### src/hdl/alpha_pkg.sv
// Signed Q1.15 operands; accumulator width covers at most 255 terms of two full-scale products
package alpha_pkg;

    // Operand format
    parameter int COEF_WIDTH = 16;   // Signed Q1.15

    // Full-width product of two operands
    parameter int PROD_WIDTH = 2 * COEF_WIDTH;

    // 255 terms of two products each need 9 guard bits
    parameter int ACC_WIDTH = 41;

    parameter int TERM_COUNT_WIDTH = 8;

    // Pipeline depth of a product lane unless the top level overrides it
    parameter int DEFAULT_MULT_STAGES = 3;

    typedef logic signed [COEF_WIDTH-1:0] coef_t;

    typedef logic signed [PROD_WIDTH-1:0] prod_t;   // Q2.30

    typedef logic signed [ACC_WIDTH-1:0] acc_t;

    typedef logic [TERM_COUNT_WIDTH-1:0] term_count_t;   // Terms in one frame

endpackage

### src/hdl/product_if.sv
// Valid/ready stream of one lane; the source holds product and last while valid waits on ready
`timescale 1ns/1ns

interface product_if;

    import alpha_pkg::*;

    logic  valid;
    logic  ready;
    prod_t product;
    logic  last;      // Final term of the frame

    modport source (
        output valid,
        output product,
        output last,
        input  ready
    );

    modport sink (
        input  valid,
        input  product,
        input  last,
        output ready
    );

endinterface

### src/hdl/product_lane.sv
// Latency is MULT_STAGES cycles without stalls; MULT_STAGES must be 1 or more
`timescale 1ns/1ns

module product_lane #(
    parameter int MULT_STAGES = alpha_pkg::DEFAULT_MULT_STAGES
) (
    input  logic             iClock,
    input  logic             rst_n,
    input  logic             in_valid,
    output logic             in_ready,
    input  alpha_pkg::coef_t in_a,
    input  alpha_pkg::coef_t in_b,
    input  logic             in_last,
    product_if.source        out
);

    import alpha_pkg::*;

    logic [MULT_STAGES-1:0] valid_q;   // One bit per stage
    logic [MULT_STAGES-1:0] last_q;
    logic [MULT_STAGES-1:0] advance;   // Stage loads this cycle
    coef_t                  op_a;
    coef_t                  op_b;
    prod_t                  mult_result;

    assign mult_result = op_a * op_b;   // Signed, full width

    // A stage is blocked only if it and every stage after it are full and out stalls
    always_comb begin
        logic blocked;
        blocked = !out.ready;
        for (int k = MULT_STAGES - 1; k >= 0; k--) begin
            blocked = blocked && valid_q[k];
            advance[k] = !blocked;
        end
    end

    assign in_ready  = advance[0];
    assign out.valid = valid_q[MULT_STAGES-1];
    assign out.last  = last_q[MULT_STAGES-1];

    always_ff @(posedge iClock) begin
        if (!rst_n) begin
            valid_q <= '0;
            last_q  <= '0;
            op_a    <= '0;
            op_b    <= '0;
        end else begin
            if (advance[0]) begin
                valid_q[0] <= in_valid;
                if (in_valid) begin
                    op_a      <= in_a;   // Operand register is stage 0
                    op_b      <= in_b;
                    last_q[0] <= in_last;
                end
            end
            for (int k = 1; k < MULT_STAGES; k++) begin
                if (advance[k]) begin
                    valid_q[k] <= valid_q[k-1];
                    if (valid_q[k-1]) begin
                        last_q[k] <= last_q[k-1];
                    end
                end
            end
        end
    end

    generate
        if (MULT_STAGES == 1) begin : g_single
            assign out.product = mult_result;   // Straight from the operand register
        end else begin : g_pipe
            prod_t prod_q [1:MULT_STAGES-1];

            always_ff @(posedge iClock) begin
                if (!rst_n) begin
                    for (int k = 1; k < MULT_STAGES; k++) begin
                        prod_q[k] <= '0;
                    end
                end else begin
                    if (advance[1] && valid_q[0]) begin
                        prod_q[1] <= mult_result;
                    end
                    for (int k = 2; k < MULT_STAGES; k++) begin
                        if (advance[k] && valid_q[k-1]) begin
                            prod_q[k] <= prod_q[k-1];
                        end
                    end
                end
            end

            assign out.product = prod_q[MULT_STAGES-1];
        end
    endgenerate

endmodule

### src/hdl/alpha_accumulator.sv
// Both lanes must run in lock step; a frame ends on the last flag and holds at most 255 terms
`timescale 1ns/1ns

module alpha_accumulator (
    input  logic                   iClock,
    input  logic                   rst_n,
    product_if.sink                lane_a,
    product_if.sink                lane_b,
    output logic                   alpha_valid,
    input  logic                   alpha_ready,
    output alpha_pkg::acc_t        alpha,
    output alpha_pkg::term_count_t alpha_terms
);

    import alpha_pkg::*;

    localparam int EXT_WIDTH = ACC_WIDTH - PROD_WIDTH;

    acc_t        ext_a;       // Sign-extended lane products
    acc_t        ext_b;
    acc_t        pair_sum;
    acc_t        frame_sum;   // Sum including the current term
    acc_t        acc_sum;
    term_count_t term_count;
    term_count_t frame_terms;
    logic        take;
    logic        frame_end;

    // Join of the two streams, closed while a result waits
    assign take = lane_a.valid && lane_b.valid && !alpha_valid;

    assign lane_a.ready = take;
    assign lane_b.ready = take;

    assign frame_end = lane_a.last && lane_b.last;

    assign ext_a = {{EXT_WIDTH{lane_a.product[PROD_WIDTH-1]}}, lane_a.product};
    assign ext_b = {{EXT_WIDTH{lane_b.product[PROD_WIDTH-1]}}, lane_b.product};

    assign pair_sum    = ext_a + ext_b;
    assign frame_sum   = acc_sum + pair_sum;
    assign frame_terms = term_count + 1'b1;

    // Running sum over the frame
    always_ff @(posedge iClock) begin
        if (!rst_n) begin
            acc_sum    <= '0;
            term_count <= '0;
        end else if (take) begin
            if (frame_end) begin
                acc_sum    <= '0;   // Next frame starts clean
                term_count <= '0;
            end else begin
                acc_sum    <= frame_sum;
                term_count <= frame_terms;
            end
        end
    end

    // Held result, released by alpha_ready
    always_ff @(posedge iClock) begin
        if (!rst_n) begin
            alpha_valid <= 1'b0;
            alpha       <= '0;
            alpha_terms <= '0;
        end else begin
            if (take && frame_end) begin
                alpha_valid <= 1'b1;
                alpha       <= frame_sum;
                alpha_terms <= frame_terms;
            end else if (alpha_valid && alpha_ready) begin
                alpha_valid <= 1'b0;   // Data kept until overwritten
            end
        end
    end

endmodule

### src/hdl/alpha_calculator.sv
// Alpha is exact in fixed point; frames end on in_last and must not exceed 255 terms
`timescale 1ns/1ns

module alpha_calculator #(
    parameter int MULT_STAGES = alpha_pkg::DEFAULT_MULT_STAGES
) (
    input  logic                   iClock,
    input  logic                   rst_n,

    // Term input
    input  logic                   in_valid,
    output logic                   in_ready,
    input  alpha_pkg::coef_t       in_acf1,
    input  alpha_pkg::coef_t       in_acf2,
    input  alpha_pkg::coef_t       in_model1,
    input  alpha_pkg::coef_t       in_model2,
    input  logic                   in_last,

    // Frame result
    output logic                   alpha_valid,
    input  logic                   alpha_ready,
    output alpha_pkg::acc_t        alpha,
    output alpha_pkg::term_count_t alpha_terms
);

    product_if prod_a ();
    product_if prod_b ();

    // acf2 * model1
    product_lane #(
        .MULT_STAGES (MULT_STAGES)
    ) lane_a (
        .iClock   (iClock),
        .rst_n    (rst_n),
        .in_valid (in_valid),
        .in_ready (in_ready),   // Lanes move together, one ready suffices
        .in_a     (in_acf2),
        .in_b     (in_model1),
        .in_last  (in_last),
        .out      (prod_a.source)
    );

    // acf1 * model2
    product_lane #(
        .MULT_STAGES (MULT_STAGES)
    ) lane_b (
        .iClock   (iClock),
        .rst_n    (rst_n),
        .in_valid (in_valid),
        .in_ready (),
        .in_a     (in_acf1),
        .in_b     (in_model2),
        .in_last  (in_last),
        .out      (prod_b.source)
    );

    alpha_accumulator u_accumulator (
        .iClock      (iClock),
        .rst_n       (rst_n),
        .lane_a      (prod_a.sink),
        .lane_b      (prod_b.sink),
        .alpha_valid (alpha_valid),
        .alpha_ready (alpha_ready),
        .alpha       (alpha),
        .alpha_terms (alpha_terms)
    );

endmodule

### config.mk
export PLATFORM = sky130hd
export DESIGN_NAME = alpha_calculator
export DESIGN_NICKNAME = d
export VERILOG_FILES = /design/src/hdl/alpha_pkg.sv /design/src/hdl/product_if.sv /design/src/hdl/product_lane.sv /design/src/hdl/alpha_accumulator.sv /design/src/hdl/alpha_calculator.sv
export SDC_FILE = /design/constraint.sdc
export NUM_CORES = 2
export LEC_CHECK = 0
export ABC_AREA = 0
export BUFFER_PORTS_ARGS = -buffer_cell sky130_fd_sc_hd__clkbuf_2
export CAP_MARGIN = 20
export CORE_MARGIN = 5
export CORE_UTILIZATION = 50
export CTS_CLUSTER_DIAMETER = 150
export DETAILED_ROUTE_END_ITERATION = 10
export PLACE_DENSITY_LB_ADDON = 0.3
export SYNTH_ARGS = -nofsm -noshare
export SYNTH_HDL_FRONTEND = slang
export SYNTH_SLANG_ARGS = --single-unit
### constraint.sdc
create_clock -name iClock -period 7.65 [get_ports iClock]
set_input_delay 0.765 -clock iClock [delete_from_list [all_inputs] [get_ports iClock]]
set_output_delay 0.765 -clock iClock [all_outputs]
set_load 0.03 [all_outputs]
; ---- After elaboration in Yosys (flattened, before gate mapping)
; Memories as Yosys holds them, arrays and structs flattened.
; Cells that the tools add are included.
[totals]
reg_bits = 175
mem_bits_rw = 128
inputBits = 69
output_inout_bits = 51
elab_cells = 88
memories = 2
[memory_table]
columns = name, words, width, rd, rd_clocked_by_memory_dff, wr, line_no
row1 = lane_a.g_pipe.prod_q, 2, 32, 2, 0, 2, product_lane.sv:72  ; prod_t prod_q [1:MULT_STAGES-1];
row2 = lane_b.g_pipe.prod_q, 2, 32, 2, 0, 2, product_lane.sv:72
[classes]
add_sub_neg = 3
n_mul = 2
muxes = 21
bitwise = 10
n_reduce_logical = 29
[op_table]
columns = operator, n
row1 = 32-bit 2-to-1 mux, 4
row2 = 16-bit by 16-bit multiplier with 32-bit output, 2
row3 = 41-bit adder, 1
row4 = 41-bit 2-to-1 mux, 1
row5 = 32-bit by 32-bit adder with 33-bit output, 1
row6 = 1-bit logical AND, 15
row7 = 1-bit 2-to-1 mux, 15
row8 = 2-bit AND reduction, 6
row9 = 8-bit by 1-bit adder with 8-bit output (second input constant), 1
row10 = 8-bit 2-to-1 mux, 1
row11 = 1-bit zero test, 7
row12 = 1-bit NOT, 6
row13 = 1-bit bitwise OR, 4
row14 = 2-bit nonzero test, 1

; ---- Depth between registers and ports, before layout
[logic_depth]
ltp_word = 11
ltp_mapped = 25
depth_no_buf = 22

; ---- Hierarchy
; A second synthesis with hierarchy kept.
[hier_totals]
hier_cells = 3598
area_unflattened_um2 = 33928.8
[modules_own_cells]
columns = mod, instances, cells_each, area_each_um2, seq_area_each_um2
row1 = product_lane (lane_a), 1, 1399, 13606.8, 2682.6
row2 = product_lane (lane_b), 1, 1400, 13565.5, 2682.6
row3 = alpha_accumulator, 1, 799, 6756.5, 1981.9

; ---- Worst setup path before layout
; No wires, ideal clock.
[synth_path]
kind = flip-flop to flip-flop
start = register lane_a.op_a[15]
end = memory lane_a.g_pipe.prod_q[1][29] in the netlist's numbering, data pin
setup_ns = 0.255
t_arrival_ns = 6.154
required_ns = 7.395
slack_ns = 1.242
path_stages_with_launch = 23
n_path_buf = 2
period_less_slack_ns = 6.408
cell_sequence = dfxtp_1 -> clkbuf_1 -> clkbuf_1 -> nand2_1 -> inv_1 -> fa_1 -> fa_1 -> fa_1 -> fa_1 -> fa_1 -> inv_1 -> fa_1 -> inv_1 -> ha_1 -> a21o_1 -> a21o_1 -> a21oi_1 -> o21ai_0 -> or3_1 -> o21ai_0 -> o21ai_0 -> xor2_1 -> and2_1
[synth_rtl]
columns = item, line_no
row1 = start: declaration, product_lane.sv:22  ; coef_t op_a;
row2 = start signal: assignment, product_lane.sv:52  ; op_a <= in_a;
row3 = end: declaration, product_lane.sv:72

==> results.json <==
{
  "whs_ns": 0.403,
  "ctsResizeCount": 0,
  "drt_iter0_drc": 1620,
  "cts_sinks": 303,
  "holdBufCountCts": 0,
  "r2r_slack_ns": 0.96,
  "placed_area_um2": 35600,
  "total_leakage_power_nw": 17.9,
  "setup_viol": 0,
  "cts_max_path_buffers": 3,
  "drive_gt1_share_pct": 6.20,
  "hold_violations": 0,
  "critPathLaunchType": "register",
  "clkTransAtPathRegs_ns": 0.07,
  "core_um2": 68200,
  "crit_type": "register to register",
  "cp-endpoint": "lane_b.g_pipe.prod_q[1][29]",
  "synth-edff-count": 128,
  "hold_class": "primary input to register",
  "wire_per_inst_um": 16.9,
  "numCtsBuffers": 37,
  "status": "complete, no violations",
  "fill_cells": 6190,
  "finClkSkew_ns": 0.0282,
  "final_util_pct": 54.1,
  "ir_worst_vdd_mv": 0.184,
  "r2r_end": "lane_b.g_pipe.prod_q[1][29]",
  "initial_core_util_pct": 50.1,
  "area_growth_pct": 7.90,
  "drtAntennaViolNets": 0,
  "fp.dieW_um": 272,
  "cts_root_buf": "clkbuf_16",
  "tns_ns": 0,
  "antenna_cells": 0,
  "synth_area_um2": 34200,
  "die_area_um2": 73800,
  "fp.dieH_um": 272,
  "async_reset_ff_share_pct": 0,
  "cts_tree": "built",
  "ys_ff_latch": 303,
  "synthCells": 3741,
  "clock_latency_ns": 0.58,
  "worstPathArrival_ns": 6.99,
  "dp_cells": 4618,
  "crit_path_start": "lane_b.op_b[3]",
  "place.gp.congestion": 0.871,
  "io_pins": 120,
  "grt_pass1_wl_um": 134000,
  "grt-ovfl-total": 0,
  "finalNonFillerCells": 4688,
  "use_met3_pct": 2.49,
  "num_rows": 96,
  "maxCapViolations": 0,
  "finalWirelength_um": 79100,
  "ys_seq_area_share_pct": 21.5,
  "nets": 4609,
  "drc_errors": 0,
  "final_cell_area_um2": 36900,
  "yosys_most_used_dff": "dfxtp_1",
  "r2r_start": "lane_b.op_b[3]",
  "dpl.hpwl_um": 62100,
  "power_density_nw_per_um2": 141,
  "met1_usage_pct": 30.1,
  "slew_headroom_pct": 25.5,
  "end_kind": "register",
  "r2r_cells": 19,
  "fmax_mhz": 149,
  "yosys_warnings": 0,
  "postCtsSetupRepairBufs": 0,
  "path_max_fanout": 17,
  "vias": 25100,
  "slew_viol_final": 0,
  "syn-num-nets": 4573,
  "synth.distinct_cells": 71,
  "min_period_over_period_pct": 87.5,
  "syn_avg_cell_area_um2": 9.15,
  "post-route-min-period_ns": 6.69,
  "drt-vias-per-instance": 5.35,
  "worstMarginPinSlew_ns": 1.12,
  "grt_max_degree": 85,
  "firstDrtPassIters": 7,
  "grt_busiest_layer": "met2",
  "grt_antenna_before_repair": 0,
  "grt_pass1_vias": 26200,
  "required_ns": 7.95,
  "cts-htree-levels": 2,
  "portBuffers": 119,
  "rsz0062_at_grt": "no",
  "met2_usage_pct": 37.7,
  "track_usage_pct": 22.0
}
[cell usage after synthesis, types with 16 or more instances]
cell	count	area [µm²]
ha_1	237	2970
dfxtp_1	175	3500
a21oi_1	221	1110
nand2_1	524	1970
a31oi_1	16	100
xor2_1	38	333
fa_1	526	10500
nand3_1	52	260
o21a_1	20	150
edfxtp_1	128	3840
nor2_1	175	657
inv_1	614	2300
o21ai_0	86	430
and2_1	325	2030
clkbuf_1	150	563
nand2b_1	28	175
xnor2_1	85	744
nor3_1	38	190
o21bai_1	23	173
a211oi_1	17	128
and3_1	16	100
a21o_1	57	428
a22oi_1	27	203
[sequential cells by signal, summed over array words and instances, names as in the netlist]
name                       cells
lane_a.g_pipe.prod_q          64
lane_a.last_q                  3
lane_a.op_a                   16
lane_a.op_b                   16
lane_a.valid_q                 3
lane_b.g_pipe.prod_q          64
lane_b.last_q                  3
lane_b.op_a                   16
lane_b.op_b                   16
lane_b.valid_q                 3
u_accumulator.acc_sum         41
u_accumulator.alpha           41
u_accumulator.alpha_terms      8
u_accumulator.alpha_valid      1
u_accumulator.term_count       8
[layout by cell type (no fill, tap or decap), types with 17 or more instances in the layout]
master	synthesis	routed
clkbuf_2	0	120
dfxtp_1	175	175
buf_4	0	29
a211oi_1	17	17
ha_1	237	237
and2_1	325	325
o21a_1	20	20
edfxtp_1	128	128
a21o_1	57	57
nand2_1	524	523
inv_1	614	613
o21ai_0	86	86
fa_1	526	526
a21oi_1	221	220
clkbuf_16	0	38
nor2_1	175	174
nand3_1	52	52
nor3_1	38	38
o21bai_1	23	23
xnor2_1	85	85
xor2_1	38	38
a22oi_1	27	27
nand2b_1	28	28
[cells by family after synthesis]
logic type               share of synthesized area (%)
XOR/XNOR                                          3.15
multiplexers                                     0.117
AND/OR/NAND/NOR                                   16.9
buffers and inverters                             8.41
AO/OA/AOI/OAI                                     10.5
adder cells (fa/ha/maj)                           39.4
flip-flops                                        21.5
[routing by layer]
layer / vias up / share of wire, %
li1: 11900 / -
met1: 12400 / 44
met2: 587 / 49
met3: 120 / 4.7
met4: 0 / 2.4
met5: - / 0
[worst min path at each step]
stage	start	end	slack (ns)	depth (start not counted)
finish	in_model1[13]	lane_a.op_b[13]	0.40	3
CTS	in_model1[13]	lane_a.op_b[13]	0.38	3
global placement	lane_a.last_q[0]	lane_a.last_q[1]	0.42	2
floorplan	lane_a.last_q[1]	lane_a.last_q[2]	0.42	2
detailed placement	lane_b.last_q[0]	lane_b.last_q[1]	0.43	2
global route	in_model1[13]	lane_a.op_b[13]	0.40	3
[worst max-delay path: stages, from the launching register on]
cell and delay (ns):
dfxtp_1 0.76, and2_1 0.24, fa_1 0.56, fa_1 0.57, fa_1 0.45, fa_1 0.52, fa_1 0.50, inv_1 0.05
fa_1 0.47, inv_1 0.04, ha_1 0.32, a21o_1 0.19, a21o_1 0.18, a2111oi_0 0.45, o21bai_1 0.13, a41oi_1 0.28
o21ai_1 0.19, a21o_1 0.20, a211oi_1 0.23, nor2_1 0.07
[through the flow]
stage                     setup WS [ns]  power, W
after floorplan                    1.24   0.00298
after global placement             1.09   0.00335
after detailed placement           1.03   0.00338
after CTS                         0.978   0.00524
after global routing              0.592   0.00552
final                             0.957   0.00519
[where the power goes]
| group | leakage (nW) | internal, W | switching [W] |
|---|---|---|---|
| Sequential | 2.78 | 0.00176 | 0.000109 |
| Combinational | 14.5 | 0.000593 | 0.000887 |
| Clock | 0.633 | 0.00109 | 0.000746 |
[final cells by class]
type                    count  area [µm²]  area share [%]
well taps                 882        1100            2.99
flip-flops and latches    303        7350            19.9
multi-input cells        2671       24000            65.1
repair buffers            150         868            2.35
clock inverters            22         262           0.708
inverters                 614        2310            6.25
clock buffers              46        1010            2.74
(Power assumes the default switching activity.)
